--- config.mk ---
export PLATFORM = sky130hd
export DESIGN_NAME = lms_frontend_top
export DESIGN_NICKNAME = d
export VERILOG_FILES = /design/src/common/lms_pkg.sv /design/src/common/spi_pkg.sv /design/src/hdl/lms_frontend_top.sv /design/src/hdl/lms_spi_fanout.sv /design/src/lms_rx/lms_rx_capture.sv /design/src/lms_tx/lms_tx_interleave.sv
export SDC_FILE = /design/constraint.sdc
export NUM_CORES = 1
export LEC_CHECK = 0
export BUFFER_PORTS_ARGS = -buffer_cell sky130_fd_sc_hd__buf_2
export CORE_MARGIN = 2
export CORE_UTILIZATION = 39
export CTS_BUF_LIST = sky130_fd_sc_hd__clkbuf_16
export DETAILED_ROUTE_END_ITERATION = 10
export HOLD_SLACK_MARGIN = 0.06
export MAX_ROUTING_LAYER = met4
export PLACE_DENSITY = 0.75
export REMOVE_ABC_BUFFERS = 1
export SETUP_SLACK_MARGIN = 0.5
export SYNTH_ARGS = -nofsm -noshare
export SYNTH_HDL_FRONTEND = slang
export SYNTH_SLANG_ARGS = --single-unit
--- constraint.sdc ---
create_clock -name lms_clk -period 1 [get_ports lms_clk]
set_input_delay 0.05 -clock lms_clk [delete_from_list [all_inputs] [get_ports lms_clk]]
set_output_delay 0.05 -clock lms_clk [all_outputs]
set_load 0.005 [all_outputs]
--- src/common/lms_pkg.sv ---
// LMS6002D sample definitions
`default_nettype none

package lms_pkg;

   // Chip data bus, one word per IQ phase
   parameter int LMS_DATA_W = 12;

   // Captured sample, bus word left-justified
   parameter int SAMPLE_W = 14;

   // Channels on the board
   parameter int DEFAULT_NUM_CH = 2;

   // Transmit multiplexer phase
   // The chip expects I with TXIQSEL low and Q with it high
   typedef enum logic
   {
      tx_phase_i = 1'b0,   // I word on the bus
      tx_phase_q = 1'b1    // Q word on the bus
   } tx_phase_t;

endpackage

`default_nettype wire

--- src/common/spi_pkg.sv ---
// SPI chip-select definitions
`default_nettype none

package spi_pkg;

   // Select lines driven by the shared SPI master
   parameter int SPI_NUM_DEV = 4;

   // Bit position of each device in the select vector
   typedef enum logic [1:0]
   {
      spi_dev_dac  = 2'd0,   // Clock DAC
      spi_dev_lms1 = 2'd1,   // First transceiver
      spi_dev_lms2 = 2'd2,   // Second transceiver
      spi_dev_aux  = 2'd3    // Aux synthesizer header
   } spi_dev_t;

endpackage

`default_nettype wire

--- src/hdl/lms_frontend_top.sv ---
// LMS6002D front end top level
`timescale 1ns/1ps
`default_nettype none

module lms_frontend_top
#(
   parameter int NUM_CH      = lms_pkg::DEFAULT_NUM_CH,
   parameter int NUM_SPI_DEV = spi_pkg::SPI_NUM_DEV
)
(
   input  wire                                    lms_clk,
   input  wire                                    rst_n_i,

   // Receive bus from the chips
   input  wire [NUM_CH*lms_pkg::LMS_DATA_W-1:0]   rx_data_i,
   input  wire [NUM_CH-1:0]                       rx_iqsel_i,
   output logic [NUM_CH*lms_pkg::SAMPLE_W-1:0]    rx_i_o,
   output logic [NUM_CH*lms_pkg::SAMPLE_W-1:0]    rx_q_o,

   // Transmit samples in, chip bus out
   input  wire [NUM_CH*lms_pkg::LMS_DATA_W-1:0]   tx_i_i,
   input  wire [NUM_CH*lms_pkg::LMS_DATA_W-1:0]   tx_q_i,
   output logic [NUM_CH*lms_pkg::LMS_DATA_W-1:0]  tx_data_o,
   output logic [NUM_CH-1:0]                      tx_iqsel_o,

   // Shared SPI master side
   input  wire                                    spi_sclk_i,
   input  wire                                    spi_mosi_i,
   input  wire [NUM_SPI_DEV-1:0]                  spi_sen_n_i,
   output logic                                   spi_miso_o,

   // Per-device SPI pins
   output logic [NUM_SPI_DEV-1:0]                 dev_sclk_o,
   output logic [NUM_SPI_DEV-1:0]                 dev_mosi_o,
   input  wire [NUM_SPI_DEV-1:0]                  dev_miso_i
);

   // Receive capture, one IQ register pair per channel
   lms_rx_capture
   #(
      .NUM_CH     (NUM_CH)
   )
   i_rx_capture
   (
      .lms_clk    (lms_clk),
      .rst_n_i    (rst_n_i),
      .rx_data_i  (rx_data_i),
      .rx_iqsel_i (rx_iqsel_i),
      .rx_i_o     (rx_i_o),
      .rx_q_o     (rx_q_o)
   );

   // Transmit interleave
   lms_tx_interleave
   #(
      .NUM_CH     (NUM_CH)
   )
   i_tx_interleave
   (
      .lms_clk    (lms_clk),
      .rst_n_i    (rst_n_i),
      .tx_i_i     (tx_i_i),
      .tx_q_i     (tx_q_i),
      .tx_data_o  (tx_data_o),
      .tx_iqsel_o (tx_iqsel_o)
   );

   // SPI gating needs no clock, zero latency
   lms_spi_fanout
   #(
      .NUM_SPI_DEV (NUM_SPI_DEV)
   )
   i_spi_fanout
   (
      .spi_sclk_i  (spi_sclk_i),
      .spi_mosi_i  (spi_mosi_i),
      .spi_sen_n_i (spi_sen_n_i),
      .dev_miso_i  (dev_miso_i),
      .dev_sclk_o  (dev_sclk_o),
      .dev_mosi_o  (dev_mosi_o),
      .spi_miso_o  (spi_miso_o)
   );

endmodule

`default_nettype wire

--- src/hdl/lms_spi_fanout.sv ---
// SPI chip-select fan-out
`timescale 1ns/1ps
`default_nettype none

module lms_spi_fanout
#(
   parameter int NUM_SPI_DEV = 4
)
(
   input  wire                    spi_sclk_i,
   input  wire                    spi_mosi_i,
   input  wire [NUM_SPI_DEV-1:0]  spi_sen_n_i,   // Active low selects
   input  wire [NUM_SPI_DEV-1:0]  dev_miso_i,
   output logic [NUM_SPI_DEV-1:0] dev_sclk_o,
   output logic [NUM_SPI_DEV-1:0] dev_mosi_o,
   output logic                   spi_miso_o
);

   logic [NUM_SPI_DEV-1:0] dev_sel;

   assign dev_sel = ~spi_sen_n_i;

   genvar dev;

   // Unselected devices see a quiet bus
   generate
      for (dev = 0; dev < NUM_SPI_DEV; dev++)
      begin : gen_dev
         assign dev_sclk_o[dev] = dev_sel[dev] & spi_sclk_i;
         assign dev_mosi_o[dev] = dev_sel[dev] & spi_mosi_i;
      end
   endgenerate

   // Only selected devices may pull the return line high
   assign spi_miso_o = |(dev_sel & dev_miso_i);

endmodule

`default_nettype wire

--- src/lms_rx/lms_rx_capture.sv ---
// LMS receive bus capture
`timescale 1ns/1ps
`default_nettype none

module lms_rx_capture
#(
   parameter int NUM_CH = 2
)
(
   input  wire                                    lms_clk,
   input  wire                                    rst_n_i,
   input  wire [NUM_CH*lms_pkg::LMS_DATA_W-1:0]   rx_data_i,
   input  wire [NUM_CH-1:0]                       rx_iqsel_i,
   output logic [NUM_CH*lms_pkg::SAMPLE_W-1:0]    rx_i_o,
   output logic [NUM_CH*lms_pkg::SAMPLE_W-1:0]    rx_q_o
);

   localparam int DATA_W = lms_pkg::LMS_DATA_W;
   localparam int SMP_W  = lms_pkg::SAMPLE_W;
   localparam int PAD_W  = SMP_W - DATA_W;   // Zero bits below the word

   genvar ch;

   generate
      for (ch = 0; ch < NUM_CH; ch++)
      begin : gen_ch
         logic [DATA_W-1:0] word;
         logic [SMP_W-1:0]  sample;
         logic [SMP_W-1:0]  i_q;
         logic [SMP_W-1:0]  q_q;

         assign word = rx_data_i[ch*DATA_W +: DATA_W];

         // Left-justify so full scale stays at the top of the sample
         assign sample = {word, {PAD_W{1'b0}}};

         // IQSEL high marks an I word, low a Q word
         always_ff @(posedge lms_clk)
         begin
            if (!rst_n_i)
            begin
               i_q <= '0;
               q_q <= '0;
            end
            else if (rx_iqsel_i[ch])
            begin
               i_q <= sample;   // Q holds
            end
            else
            begin
               q_q <= sample;   // I holds
            end
         end

         assign rx_i_o[ch*SMP_W +: SMP_W] = i_q;
         assign rx_q_o[ch*SMP_W +: SMP_W] = q_q;
      end
   endgenerate

endmodule

`default_nettype wire

--- src/lms_tx/lms_tx_interleave.sv ---
// LMS transmit IQ interleaver
`timescale 1ns/1ps
`default_nettype none

module lms_tx_interleave
#(
   parameter int NUM_CH = 2
)
(
   input  wire                                    lms_clk,
   input  wire                                    rst_n_i,
   input  wire [NUM_CH*lms_pkg::LMS_DATA_W-1:0]   tx_i_i,
   input  wire [NUM_CH*lms_pkg::LMS_DATA_W-1:0]   tx_q_i,
   output logic [NUM_CH*lms_pkg::LMS_DATA_W-1:0]  tx_data_o,
   output logic [NUM_CH-1:0]                      tx_iqsel_o
);

   localparam int DATA_W = lms_pkg::LMS_DATA_W;

   genvar ch;

   generate
      for (ch = 0; ch < NUM_CH; ch++)
      begin : gen_ch
         lms_pkg::tx_phase_t phase;
         logic [DATA_W-1:0]  data_q;
         logic               iqsel_q;

         // One word per cycle, so each of I and Q gets every other cycle
         always_ff @(posedge lms_clk)
         begin
            if (!rst_n_i)
            begin
               phase   <= lms_pkg::tx_phase_i;
               data_q  <= '0;
               iqsel_q <= 1'b0;
            end
            else
            begin
               case (phase)
                  lms_pkg::tx_phase_i:
                  begin
                     data_q  <= tx_i_i[ch*DATA_W +: DATA_W];
                     iqsel_q <= 1'b0;   // I word
                     phase   <= lms_pkg::tx_phase_q;
                  end
                  lms_pkg::tx_phase_q:
                  begin
                     data_q  <= tx_q_i[ch*DATA_W +: DATA_W];
                     iqsel_q <= 1'b1;   // Q word
                     phase   <= lms_pkg::tx_phase_i;
                  end
               endcase
            end
         end

         // Select travels with its word, both registered
         assign tx_data_o[ch*DATA_W +: DATA_W] = data_q;
         assign tx_iqsel_o[ch]                 = iqsel_q;
      end
   endgenerate

endmodule

`default_nettype wire

### Word level (Yosys, flattened, before mapping)

Index checks and enable logic that the tools add are counted.

| operators by class | value |
|---|---|
| add/subtract/negate cells | 0 |
| multipliers | 0 |
| divide/modulo/power cells | 0 |
| order comparisons | 0 |
| eq/ne operators | 0 |
| shift operators | 0 |
| mux-type cells | 6 |
| bitwise gates (word level) | 12 |
| reduce and logical (&&, ||, !) cells | 1 |

Operators by type and width:

| kind | number |
|---|---|
| $pmux W12 S2 | 2 |
| $and A1 B1 Y1 | 8 |
| $pmux W1 S2 | 4 |
| $and A4 B4 Y4 | 1 |
| $not A4 Y4 | 1 |
| $reduce_or A4 Y1 | 1 |
| $not A1 Y1 | 2 |

| storage, ports and cells | value |
|---|---|
| register bits | 76 |
| latch bits | 0 |
| memory bits (writable) | 0 |
| bits in read-only memories | 0 |
| logic and storage cells | 29 |
| memories kept | 0 |

### Logic depth before layout (Yosys ltp)

Gate-level depths: netlist (run 1).

| logic depth | value |
|---|---|
| depth in word-level cells | 3 |
| mapped depth | 4 |

### Hierarchy

From an unflattened synthesis (run 1), not the netlist that was laid out.

| unflattened totals | value |
|---|---|
| cells, all modules | 265 |
| area total of the unflattened synthesis | 3,099.2 um^2 |

By module, submodules not included:

| module | instances | cells an instance | area each (um^2) |
|---|---|---|---|
| lms_rx_capture | 1 | 164 | 1,930.6 |
| lms_tx_interleave | 1 | 88 | 1,071.0 |
| lms_spi_fanout | 1 | 13 | 97.6 |

### Worst setup path after synthesis (run 1)

OpenSTA, ideal clock, no wires.

| timing | value |
|---|---|
| path type | register to register |
| start point | register i_tx_interleave.gen_ch[0].phase |
| end point | register i_tx_interleave.gen_ch[0].data_q[10] |
| setup time | 0.116 ns |
| data arrival time | 0.784 ns |
| data required time | 0.884 ns |
| path slack | 0.100 ns |
| cell stages (with the launch flop) | 5 |
| buffers on the path | 2 |
| period minus slack after synthesis | 0.900 ns |
| cells stage by stage | dfxtp_1 buf_6 buf_6 mux2i_1 nor2b_1 |

| on the way | value |
|---|---|
| cells in the longest elaborated chain, start to end | 2 |

Ends and longest elaborated chain:

| item | RTL line | text |
|---|---|---|
| from (decl) | lms_tx_interleave.sv:25 | `lms_pkg::tx_phase_t phase;` |
| from (signal assigned) | lms_tx_interleave.sv:34 | `phase <= lms_pkg::tx_phase_i;` |
| from (signal assigned) | lms_tx_interleave.sv:45 | `phase <= lms_pkg::tx_phase_q;` |
| from (signal assigned) | lms_tx_interleave.sv:51 | `phase <= lms_pkg::tx_phase_i;` |
| $not A1 Y1 | lms_tx_interleave.sv:40 | `case (phase)` |
| $pmux W12 S2 * | lms_tx_interleave.sv:40 |  |
| to (signal assigned) | lms_tx_interleave.sv:43 | `data_q <= tx_i_i[ch*DATA_W +: DATA_W];` |
| to (signal assigned) | lms_tx_interleave.sv:49 | `data_q <= tx_q_i[ch*DATA_W +: DATA_W];` |
| to (decl) | lms_tx_interleave.sv:26 | `logic [DATA_W-1:0] data_q;` |

Mark *: on every way between the ends. The rest lies on a longest branch, timed or not.
A chain may end at the register's enable or synchronous reset.

### Final worst setup path (run 1)

| timing | value |
|---|---|
| start point | register i_tx_interleave.gen_ch[1].phase |
| end point | register i_tx_interleave.gen_ch[1].data_q[8] |

| on the way | value |
|---|---|
| cells in the longest elaborated chain, start to end | 2 |

Ends and longest elaborated chain:

| item | RTL line |
|---|---|
| from (decl) | lms_tx_interleave.sv:25 |
| from (signal assigned) | lms_tx_interleave.sv:34 |
| from (signal assigned) | lms_tx_interleave.sv:45 |
| from (signal assigned) | lms_tx_interleave.sv:51 |
| $not A1 Y1 | lms_tx_interleave.sv:40 |
| $pmux W12 S2 * | lms_tx_interleave.sv:40 |
| to (signal assigned) | lms_tx_interleave.sv:43 |
| to (signal assigned) | lms_tx_interleave.sv:49 |
| to (decl) | lms_tx_interleave.sv:26 |

Marked as above.

==> results.md, run 1 <==
- Buffers added on ports: ~170
- Post-layout minimum cycle time: between 0.8 and 0.9 ns
- Pwr/cell area: ~1600 mW/mm^2
- Synth Cell Area: slightly above 0.003 mm^2
- Buffer levels on the longest clock path: 2
- Final HPWL DP: ~4.6 mm
- Critical path data arrival time: ~1.1 ns
- Insertion delay to the later sink of the worst-skew pair: between 0.3 and 0.4 ns
- Sinks on the clock net: 76
- CTS tree: yes
- Avg Inst Size Synth: 11.5 um^2
- Critical path class: reg -> reg
- Timing startpoint of the critical path: i_tx_interleave.gen_ch[1].phase
- Setup-violating endpoint count in the final report: 0
- Fmax: approximately 1.2 GHz
- Combinational family with the most area after synthesis: multiplexers
- Fraction of final layout cells with drive strength greater than 1: between 50 and 60%
- Switching fraction of total power: ~22%
- Placer congestion estimate: just over 0.7
- Class of the most critical hold timing path: in -> reg
- Adder and majority cell fraction of the synthesized area: 0%
- Number of iterations in the first detailed-routing pass: 3
- Via-per-instance ratio: about 4.4
- Largest fanout on the critical path: 7
- Cell depth of the worst min-delay path: 3
- Final global-route overflow total: 0
- Area taken by multi-input logic gates: 0.00134 mm^2
- Worst min-delay path startpoint: tx_i_i[4]
- Tightest hold margin: -0.0164 ns
- Synth Warn #: 0
- Slowest cell on crit path: dfxtp_4
- Ordered cell list for the critical path: clkbuf_16 > mux2i_1 > nor2b_1
- Initial antenna violation count: 0
- Number of DRC violations after detailed routing: 0
- Run status: finished with violations
- Fill cell total of the finished layout: slightly below 700
- Area added between synthesis and finish: 47.8%
- Cell count of the worst reg-to-reg path: 3
- Summed negative setup slack over all endpoints: 0 ns
- Via count of the first global-routing pass: 2,297
- Number of H-tree levels: 3
- GRT Overall Usage: 15.7%
- Floorplan core area: between 0.007 and 0.008 mm^2
- Number of pins exceeding their max-slew limit in the final report: 0
- IR drop worst, VDD: about 720 uV
- Setup repair after global routing missed its margin: true
- Number of storage elements in the synthesis netlist: between 70 and 80
- Maximum number of pins on one net before global-route repair: slightly below 80
- Placement Cell Area: ~0.0039 mm^2
- Die outline area: approximately 0.0086 mm^2
- I/O pins: around 180
- Routed length per instance: about 12 um
- Total detailed-routing wirelength: around 6.7 mm
- Delay of the slowest cell on the worst path: 0.37 ns
- Leakage power summed over all cells: 2.28 nW
- Switching power: about 1.6 mW
- Total internal power: approximately 5.8 mW
- Number of hold violations in the final report: 16
- Power share of the clock group: between 40% and 50%
- Floorplan die width: 92.6 um
- Final worst-path cycle share: a little under nine tenths
- Finished Cell Area: around 0.0045 mm^2
- Crit path required time: about 1.2 ns
- Number of buffers inserted during clock tree synthesis: 9
- Overall power of the completed layout: about 7.4 mW
- Diodes inserted: 0
- Part of the power in combinational logic: between 10% and 20%
- Final clock skew: about 0.0021 ns
- Type of element capturing the critical path: flop
- Die Y: between 90 and 100 um
- Post-synthesis compound-gate area fraction: less than 1%
- Starting utilization of the core area: ~40%
- Reg-to-Reg Start: i_tx_interleave.gen_ch[1].phase
- Count of maximum capacitance violations: 0
- Master cell of the clock root buffer: clkbuf_16
- Global-route wire length before repair: roughly 10 mm
- Count of different cell masters after synthesis: 13
- Row count: 32
- Post-Synth Simple-Gate Area: 17.8%
- Total number of vias: approximately 2.4k
- Layout Nets: ~520
- Footprint of the flip-flops and latches: about 0.0016 mm^2
- Startpoint kind of the worst setup timing path: flop
- Proportion of synthesized chip area in sequential cells: approximately half
- Register share of total power: 45.0%
- Starting DRC count in detailed routing: 35
- Clock transition at path regs: approximately 0.050 ns
- Xor and xnor fraction of the mapped netlist area: 0%
- Synthesized instance count: about 270
- Detail Route Antenna Nets: 0
- Share of cell area taken by muxes after synthesis: 23.5%
- Violated checks: negative hold slack
[per-stage QoR]
step                      utilization [%]  std cells  worst slack (ns)  hold WS [ns]
final                                58.9        544             0.140       -0.0164
after global routing                 58.9        544            0.0792       -0.0154
after CTS                            57.0        540             0.111       -0.0281
after detailed placement             50.6        521             0.113         0.311
after global placement               50.6        521             0.141         0.299
after floorplan                         -        245           -0.0706         0.130
[path summary, 6_finish.rpt]
path	end	slack (ns)
min	i_tx_interleave.gen_ch[0].data_q[4]	-0.02
max reg2reg	i_tx_interleave.gen_ch[1].data_q[8]	0.14
min reg2reg	i_rx_capture.gen_ch[1].q_q[11]	0.50
max	i_tx_interleave.gen_ch[1].data_q[8]	0.14
[worst max-delay path, delay by kind of cell, from the launching register on]
family	cells	cell delay, ns
flops	1	0.37
mux	1	0.18
buf+inv	1	0.15
simple gates	1	0.06
[repair_timing]
action / 4_1_cts / 5_1_grt
endpoints found under the hold margin: 72 / 63
gates resized for setup: 69 / 25
setup buffers: 3 / 3
gates cloned: 0 / 1
setup endpoints to repair: 151 / 152
pin swaps: 1 / 1
[flip-flops by register name, indices dropped and copies added, names as in the netlist]
register                        cells
i_tx_interleave.gen_ch.phase        2
i_rx_capture.gen_ch.q_q            24
i_tx_interleave.gen_ch.iqsel_q      2
i_rx_capture.gen_ch.i_q            24
i_tx_interleave.gen_ch.data_q      24
[cells by family (layout without fill, tap and decap cells)]
family | Yosys count | in the layout
simple gates | 87 | 87
buf+inv | 29 | 198
flops | 76 | 76
mux | 72 | 72
compound gates | 1 | 1
other cells | 1 | 8
[placed cells by master (no fill, tap or decap)]
cell type,count
clkinvlp_4,1
o2111ai_2,1
dfxtp_2,54
clkinv_2,3
dfxtp_1,21
nand2b_4,3
mux2i_1,72
and2_4,2
clkbuf_16,10
nor2b_2,1
conb_1,8
bufinv_16,1
inv_1,3
buf_12,4
buf_6,31
dfxtp_4,1
buf_2,145
nor2b_1,81
[cells in the mapped netlist]
cell,count,area share [%]
buf_4,11,2.7
nand2b_1,3,0.61
buf_12,4,2.6
o2111ai_1,1,0.29
buf_2,4,0.65
clkbuf_1,3,0.37
inv_1,1,0.12
conb_1,1,0.12
buf_6,6,2.2
mux2i_1,72,24
dfxtp_1,76,50
and2_1,2,0.41
nor2b_1,82,17
[layer usage]
layer | part of all wire (%) | GRT usage (%) | up-vias
li1 | - | - | 1198
met1 | 41 | 17.4 | 1091
met2 | 51 | 26.5 | 108
met3 | 7.3 | 4.72 | 6
met4 | 1.0 | 6.50 | 0
met5 | 0 | - | -
[power groups by stage]
| stage | registers (mW) | clock network (mW) | logic (mW) |
|---|---|---|---|
| after floorplan | 3.41 | 0 | 0.333 |
| after global routing | 3.36 | 3.27 | 1.16 |
| after detailed placement | 3.36 | 0 | 0.935 |
| final | 3.34 | 3.02 | 1.05 |
| after CTS | 3.32 | 3.12 | 0.999 |
| after global placement | 3.36 | 0 | 0.913 |
[cell type report]
type                            instances  area share (%)
Sequential cell                        76            35.2
Multi-Input combinational cell        168            29.6
Timing Repair Buffer                  181            26.0
Clock buffer                            9            4.97
Tap cell                              102            2.82
Clock inverter                          7            1.33
Inverter                                1          0.0829
Power figures use the tool's default switching activity.
==> run 2, diff against run 1 <==
--- a/config.mk
+++ b/config.mk
@@ -5,14 +5,15 @@
 export SDC_FILE = /design/constraint.sdc
 export NUM_CORES = 1
 export LEC_CHECK = 0
+export ABC_AREA = 1
 export BUFFER_PORTS_ARGS = -buffer_cell sky130_fd_sc_hd__buf_2
 export CORE_MARGIN = 2
-export CORE_UTILIZATION = 39
+export CORE_UTILIZATION = 38
 export CTS_BUF_LIST = sky130_fd_sc_hd__clkbuf_16
 export DETAILED_ROUTE_END_ITERATION = 10
 export HOLD_SLACK_MARGIN = 0.06
 export MAX_ROUTING_LAYER = met4
-export PLACE_DENSITY = 0.75
+export PLACE_DENSITY = 0.76
 export REMOVE_ABC_BUFFERS = 1
 export SETUP_SLACK_MARGIN = 0.5
 export SYNTH_ARGS = -nofsm -noshare
==> run 2 against run 1 <==
  * The flow still finishes with violations (negative hold slack)
  * Hold slack lost 0.068 ns
  * Worst setup slack better by 0.031 ns
  * Power up 5.2%
==> results.md, run 2 <==
- Cell depth of the worst min-delay path: 3 (unchanged)
- Number of H-tree levels: 3 (unchanged)
- Area added between synthesis and finish: 63.0%
- Initial antenna violation count: 0 (unchanged)
- Share of synthesized registers carrying an async set or reset: 0% (unchanged)
- Fill cell total of the finished layout: 587 (-14%)
- Summed negative setup slack over all endpoints: 0 ns (unchanged)
- Largest fanout on the critical path: 6 (-1)
- Clock transition at path regs: 0.06 ns (about the same)
- Registers with the most flip-flops: i_rx_capture.gen_ch.i_q (24), i_rx_capture.gen_ch.q_q (24), i_tx_interleave.gen_ch.data_q (24)
- Via count of the first global-routing pass: 2,579 (+12%)
- Number of iterations in the first detailed-routing pass: 4 (+1)
- Post-layout minimum cycle time: 0.829 ns (-0.0314 ns)
- Via-per-instance ratio: 4.45 (+0.65%)
- Total detailed-routing wirelength: 7.44 mm (+12%)
- Final global-route overflow total: 0 (unchanged)
- Violated checks: negative hold slack
- Worst min-delay path startpoint: tx_i_i[13]
- Area taken by multi-input logic gates: 0.00109 mm^2 (-18%)
- Crit path required time: 1.21 ns (about the same)
- Insertion delay to the later sink of the worst-skew pair: 0.31 ns (about the same)
- Setup repair after global routing missed its margin: true
- Row count: 30 (-6.3%)
- Leakage power summed over all cells: 2.30 nW (+0.81%)
- Setup-violating endpoint count in the final report: 0 (unchanged)
- Number of storage elements in the synthesis netlist: 76 (unchanged)
- Worst path buffer plus inverter count: 2 (+1)
- Register share of total power: 43.6% (-1.4 points)
- Synthesized instance count: 355 (+33%)
- Library cell with the highest instance count after synthesis: nor2_1
- Power share of the clock group: 42.2% (+1.4 points)
- Synth Warn #: 0 (unchanged)
- Cell type with the largest total area after synthesis: dfxtp_1
- Total number of vias: 2,841 (+18%)
- Share of the synthesized area in the top cell type: 56.0% (+6.3 points)
- Final HPWL DP: 4.92 mm (+6.5%)
- Run status: finished with violations
- Cell occurring most often along the worst timing path: nand2_1
- Diodes inserted: 0 (unchanged)
- Cell count of the worst reg-to-reg path: 5 (+2)
- CTS tree: yes
- Die Y: 88.6 um (-4.4%)
- Starting utilization of the core area: 39.6% (-0.28 points)
- Footprint of the flip-flops and latches: 0.00159 mm^2 (unchanged)
- Final worst-path cycle share: 82.9% (-3.1 points)
- Most frequent cells in the layout: buf_2, nor2_1, nand2_1, dfxtp_2, buf_6
- Proportion of synthesized chip area in sequential cells: 56.0% (+6.3 points)
- Floorplan core area: 0.00687 mm^2 (-11%)
- Maximum number of pins on one net before global-route repair: 25 (-68%)
- Finished Cell Area: 0.00443 mm^2 (-2.2%)
- EDFF count, synth: 0 (unchanged)
- Pwr/cell area: 1760 mW/mm^2 (+7.5%)
- Leading post-synthesis cells by cell area: dfxtp_1, nor2_1, nand2_1
- Slowest cell on crit path: dfxtp_2
- Class of the most critical hold timing path: in -> reg
- Fraction of final layout cells with drive strength greater than 1: 57.5% (-0.69 points)
- Number of DRC violations after detailed routing: 0 (unchanged)
- Count of different cell masters after synthesis: 12 (-1)
- Routed length per instance: 11.6 um (-4.9%)
- Master cell of the clock root buffer: clkbuf_16
- Overall power of the completed layout: 7.80 mW (+5.2%)
- Reg2Reg Setup Slack: 0.17 ns (+0.03 ns)
- Synth Cell Area: 0.00272 mm^2 (-11%)
- Most numerous cell types in the synthesized netlist: nor2_1, nand2_1, dfxtp_1, o21ai_0, o21ai_1
- Global-route wire length before repair: 11.0 mm (+5.6%)
- Endpoint, Worst Hold: i_tx_interleave.gen_ch[1].data_q[1]
- Avg Inst Size Synth: 7.66 um^2 (-34%)
- Terminus of the critical flop-to-flop path: i_tx_interleave.gen_ch[1].data_q[1]
- Placement Cell Area: 0.00356 mm^2 (-8.6%)
- Top flip-flop cell by instance count after synthesis: dfxtp_1
- Part of the power in combinational logic: 14.2% (about the same)
- Floorplan die width: 88.6 um (-4.4%)
- Critical path class: reg -> reg
- Total internal power: 6.02 mW (+4.1%)
- Sinks on the clock net: 76 (unchanged)
- Tightest hold margin: -0.0841 ns (-0.0676 ns)
- Delay of the slowest cell on the worst path: 0.33 ns (-0.04 ns)
- Switching power: 1.78 mW (+9.1%)
- Number of hold violations in the final report: 48 (+32)
- Reg-to-Reg Start: i_tx_interleave.gen_ch[1].phase
- Most frequent standard cell in the layout excluding fill and tap cells: buf_2
- Ordered cell list for the critical path: inv_2 > nand2_4 > clkinvlp_4 > nand2_1 > nand2_1
- Placer congestion estimate: 0.822 (+13%)
- Fmax: 1.21 GHz (+3.8%)
- Buffers added on ports: 168 (unchanged)
- Post-route non-filler standard cell count: 639 (+17%)
- Switching fraction of total power: 22.8% (+0.81 points)
- Die outline area: 0.00785 mm^2 (-8.6%)
- Layout Nets: 624 (+19%)
- Count of maximum capacitance violations: 0 (unchanged)
- Number of buffers inserted during clock tree synthesis: 9 (unchanged)
- Startpoint kind of the worst setup timing path: flop
- Critical path data arrival time: 1.04 ns (-0.03 ns)
- Cell count after placement: 605 (+16%)
- Number of pins exceeding their max-slew limit in the final report: 0 (unchanged)
- IR drop worst, VDD: 889 uV (+23%)
- Buffer levels on the longest clock path: 2 (unchanged)
- GRT Overall Usage: 18.4% (+2.7 points)
- Type of element capturing the critical path: flop
- Family with the most delay on the worst path: flip-flops
- Detail Route Antenna Nets: 0 (unchanged)
- I/O pins: 177 (unchanged)
- Final clock skew: 0.00499 ns (+0.00286 ns)
- Starting DRC count in detailed routing: 128 (+270%)
-- run 2: worst max path at each step --
stage	to	slack, ns	start	cells after the start
after floorplan	i_tx_interleave.gen_ch[0].data_q[0]	0.33	i_tx_interleave.gen_ch[0].phase	5
after global placement	i_rx_capture.gen_ch[0].i_q[10]	0.07	rx_iqsel_i[0]	4
after detailed placement	i_rx_capture.gen_ch[1].i_q[6]	0.03	rx_iqsel_i[1]	4
after CTS	rx_i_o[8]	0.18	i_rx_capture.gen_ch[0].i_q[8]	1
after global routing	i_tx_interleave.gen_ch[1].data_q[9]	0.12	i_tx_interleave.gen_ch[1].phase	5
final	i_tx_interleave.gen_ch[1].data_q[1]	0.17	i_tx_interleave.gen_ch[1].phase	5
-- run 2: area by class of cell --
cell class | count | share of cell area (%)
clock inverter | 7 | 1.89
sequential | 76 | 36.0
timing repair buffer | 189 | 27.4
tap | 96 | 2.71
inverter | 16 | 1.81
clock buffer | 9 | 5.08
multi-input combinational | 243 | 24.7
timing repair inverter | 3 | 0.508
-- run 2: power groups by stage --
| stage | logic (mW) | registers (mW) | clock network (mW) |
|---|---|---|---|
| finish | 1.11 | 3.40 | 3.29 |
| global placement | 0.823 | 3.39 | 0 |
| global route | 1.24 | 3.42 | 3.51 |
| floorplan | 0.289 | 3.42 | 0 |
| CTS | 0.953 | 3.37 | 3.36 |
| detailed placement | 0.848 | 3.40 | 0 |
-- run 2: cells by family (layout without fill, tap and decap cells) --
kind of cell           after synthesis  in the layout  synth area share [%]
buffers and inverters               43            224                  9.25
AOI/OAI and AO/OA                   48             48                  8.84
other                                1              8                 0.138
DFF                                 76             76                  56.0
and+or+nand+nor                    187            187                  25.8
-- run 2: what timing repair did --
action,4_1_cts,5_1_grt
gates cloned,2,1
hold endpoints to repair,71,66
buffers inserted,5,10
resized for setup,97,66
pin swaps,50,6
endpoints found under the setup margin,151,153
-- run 2: worst min-delay path, delay by kind of cell --
| family | cells | cell delay (ns) |
|---|---|---|
| simple gates | 2 | 0.08 |
| buf+inv | 1 | 0.07 |
-- run 2: per-stage QoR --
stage	setup WS, ns	utilization [%]
after global routing	0.121	64.5
after CTS	0.176	59.8
final	0.171	64.5
after detailed placement	0.0342	51.8
after floorplan	0.326	-
after global placement	0.0653	51.8
-- run 2: layer usage --
metal / share of wire [%] / global-route usage [%]
met1: 41 / 21.1
met2: 53 / 31.9
met3: 5.2 / 4.10
met4: 1.0 / 6.06
met5: 0 / -
==> run 3, diff against run 2 <==
--- a/config.mk
+++ b/config.mk
@@ -8,12 +8,12 @@
 export ABC_AREA = 1
 export BUFFER_PORTS_ARGS = -buffer_cell sky130_fd_sc_hd__buf_2
 export CORE_MARGIN = 2
-export CORE_UTILIZATION = 38
+export CORE_UTILIZATION = 42
 export CTS_BUF_LIST = sky130_fd_sc_hd__clkbuf_16
 export DETAILED_ROUTE_END_ITERATION = 10
 export HOLD_SLACK_MARGIN = 0.06
 export MAX_ROUTING_LAYER = met4
-export PLACE_DENSITY = 0.76
+export PLACE_DENSITY = 0.8
 export REMOVE_ABC_BUFFERS = 1
 export SETUP_SLACK_MARGIN = 0.5
 export SYNTH_ARGS = -nofsm -noshare
==> constraint.sdc (replaced) <==
create_clock -name lms_clk -period 0.85 [get_ports lms_clk]
set_input_delay 0.0425 -clock lms_clk [delete_from_list [all_inputs] [get_ports lms_clk]]
set_output_delay 0.0425 -clock lms_clk [all_outputs]
set_load 0.005 [all_outputs]
==> run 3 against run 2 <==
  * The run still ends with negative hold slack left
  * Sequential power is 18% higher
  * Worst setup slack worse by 0.14 ns
  * Clock power grew 32%
  * Global-route usage up 2.4 points
  * Combinational power is 20% higher
  * Clock skew is 0.0017 ns lower
  * Wire length up 7.0%
  * First-iteration DRC count down 28%
  * Register-to-register slack worse by 0.14 ns
  * Fmax increased by 0.95%
  * Core utilization is 6.6 points higher
  * Sequential share of layout area is 0.44 points lower
  * Critical endpoint is now i_tx_interleave.gen_ch[1].data_q[8]
  * Largest cell class unchanged
  * Largest power group is now clock
==> results.md, run 3 (synthesis results as in run 2) <==
- Total number of vias: 2,885 (+1.5%)
- Leakage power summed over all cells: 2.33 nW (+1.1%)
- Layout Nets: 621 (-0.48%)
- Number of pins exceeding their max-slew limit in the final report: 0 (unchanged)
- Violated checks: negative hold slack
- Fill cell total of the finished layout: 480 (-18%)
- Critical path class: reg -> reg
- Via-per-instance ratio: 4.68 (+5.2%)
- Floorplan core area: 0.00631 mm^2 (-8.1%)
- Post-route setup slack: 0.0292 ns (-0.142 ns)
- Final worst-path cycle share: 96.6% (+14 points)
- CTS tree: yes
- Master cell of the clock root buffer: clkbuf_16
- Total detailed-routing wirelength: 7.97 mm (+7.0%)
- Starting utilization of the core area: 43.1% (+3.5 points)
- Clock transition at path regs: 0.06 ns (about the same)
- Registers with the most flip-flops: i_rx_capture.gen_ch.i_q (24), i_rx_capture.gen_ch.q_q (24), i_tx_interleave.gen_ch.data_q (24)
- Sinks on the clock net: 76 (unchanged)
- Buffers added on ports: 168 (unchanged)
- Overall power of the completed layout: 9.67 mW (+24%)
- Crit path required time: 1.07 ns (-0.14 ns)
- Final clock skew: 0.00334 ns (-0.00166 ns)
- Die Y: 84.5 um (-4.7%)
- Critical path data arrival time: 1.04 ns (about the same)
- Number of buffers inserted during clock tree synthesis: 9 (unchanged)
- Number of iterations in the first detailed-routing pass: 4 (unchanged)
- Die outline area: 0.00713 mm^2 (-9.1%)
- Largest fanout on the critical path: 6 (unchanged)
- Most frequent cells in the layout: buf_2, nor2_1, nand2_1, dfxtp_2, buf_6
- Fraction of final layout cells with drive strength greater than 1: 58.3% (+0.87 points)
- Placer congestion estimate: 0.801 (-2.5%)
- Final HPWL DP: 5.00 mm (+1.7%)
- Buffer levels on the longest clock path: 2 (unchanged)
- Most frequent standard cell in the layout excluding fill and tap cells: buf_2
- Run status: finished with violations
- Setup-violating endpoint count in the final report: 0 (unchanged)
- Number of H-tree levels: 3 (unchanged)
- Floorplan die width: 84.5 um (-4.7%)
- Number of DRC violations after detailed routing: 0 (unchanged)
- Routed length per instance: 12.9 um (+11%)
- Setup repair after global routing missed its margin: true
- Pre-CTS WS: -0.105 ns (-0.140 ns)
- Global-route wire length before repair: 11.6 mm (+5.1%)
- Initial antenna violation count: 0 (unchanged)
- Via count of the first global-routing pass: 2,603 (+0.93%)
- Number of hold violations in the final report: 60 (+25%)
- Starting DRC count in detailed routing: 92 (-28%)
- IR drop worst, VDD: 1540 uV (+73%)
- Maximum number of pins on one net before global-route repair: 26 (+4.0%)
- Pwr/cell area: 2160 mW/mm^2 (+22%)
- Tightest hold margin: -0.0944 ns (-0.0103 ns)
- Class of the most critical hold timing path: in -> reg
- Post-layout minimum cycle time: 0.821 ns (-0.00783 ns)
- Diodes inserted: 0 (unchanged)
- Fmax: 1.22 GHz (+0.95%)
- Detail Route Antenna Nets: 0 (unchanged)
- Final global-route overflow total: 0 (unchanged)
- GRT Overall Usage: 20.8% (+2.4 points)
- Area added between synthesis and finish: 65.1%
- Count of maximum capacitance violations: 0 (unchanged)
- Row count: 29 (-3.3%)
- Startpoint kind of the worst setup timing path: flop
- Type of element capturing the critical path: flop
- Insertion delay to the later sink of the worst-skew pair: 0.32 ns (about the same)
- I/O pins: 177 (unchanged)
## run 3: cell count changes in the layout (fill, tap and decap cells not counted), moves of 2 or more
cell / change
o21ai_2: +3
inv_2: -4
clkinv_4: +5
buf_4: -12
buf_2: +7
o21ai_1: -3
nor2_4: +4
clkinvlp_4: -2
nor2_2: -4
buf_8: +3
## run 3: critical path, cell delays in order (launching register included)
cell,delay (ns)
dfxtp_2,0.33
inv_2,0.04
nand2_4,0.07
clkinvlp_4,0.14
nand2_1,0.09
nand2_1,0.04
## run 3: area by class of cell
| type | instances | area [um^2] | area share [%] |
|---|---|---|---|
| Sequential cell | 76 | 1590 | 35.5 |
| Timing Repair Buffer | 187 | 1210 | 27.0 |
| Multi-Input combinational cell | 243 | 1130 | 25.1 |
| Clock buffer | 9 | 225 | 5.02 |
| Clock inverter | 7 | 124 | 2.76 |
| Inverter | 16 | 96.3 | 2.15 |
| Tap cell | 77 | 96.3 | 2.15 |
| Timing Repair inverter | 2 | 15.0 | 0.334 |
## run 3: layer usage
metal / wire, um / vias to the layer above / part of all wire (%) / global-route usage, %
met2: 4110 / 128 / 52 / 35.2
met5: 0 / - / 0 / -
met1: 3080 / 1301 / 39 / 23.2
met3: 600 / 15 / 7.5 / 5.70
li1: - / 1441 / - / -
met4: 169 / 0 / 2.1 / 8.66
## run 3: per-stage QoR
stage               util, %  setup TNS [ns]  cell area (um^2)  hold slack, ns  cells
floorplan                 -               0              2550           0.116    335
global placement       56.2           -1.03              3550           0.230    586
detailed placement     56.2           -2.04              3550           0.235    586
CTS                    65.7               0              4150          -0.103    608
global route           71.1          -0.209              4490         -0.0920    617
finish                 71.1               0              4490         -0.0944    617
## run 3: worst paths after layout
| check | start | to | slack [ns] | cells past startpoint |
|---|---|---|---|---|
| min reg2reg | i_rx_capture.gen_ch[1].q_q[12] | i_rx_capture.gen_ch[1].q_q[12] | 0.45 | 2 |
| min | tx_i_i[8] | i_tx_interleave.gen_ch[0].data_q[8] | -0.09 | 3 |
| max reg2reg | i_tx_interleave.gen_ch[1].phase | i_tx_interleave.gen_ch[1].data_q[8] | 0.03 | 5 |
| max | i_tx_interleave.gen_ch[1].phase | i_tx_interleave.gen_ch[1].data_q[8] | 0.03 | 5 |
## run 3: what timing repair did
| item | CTS | global route |
|---|---|---|
| resized for setup | 103 | 78 |
| buffers inserted | 5 | 8 |
| pin swaps | 53 | 12 |
| endpoints found under the hold margin | 72 | 70 |
| endpoints found under the setup margin | 159 | 159 |
| gates cloned | 1 | 1 |
## run 3: power by group
part           leakage, nW  switching, mW  total [mW]  internal, mW
combinational         1.51          0.643        1.33         0.689
sequential           0.649          0.135        4.00          3.86
clock                0.166           1.46        4.35          2.89
total                 2.33           2.24        9.67          7.44
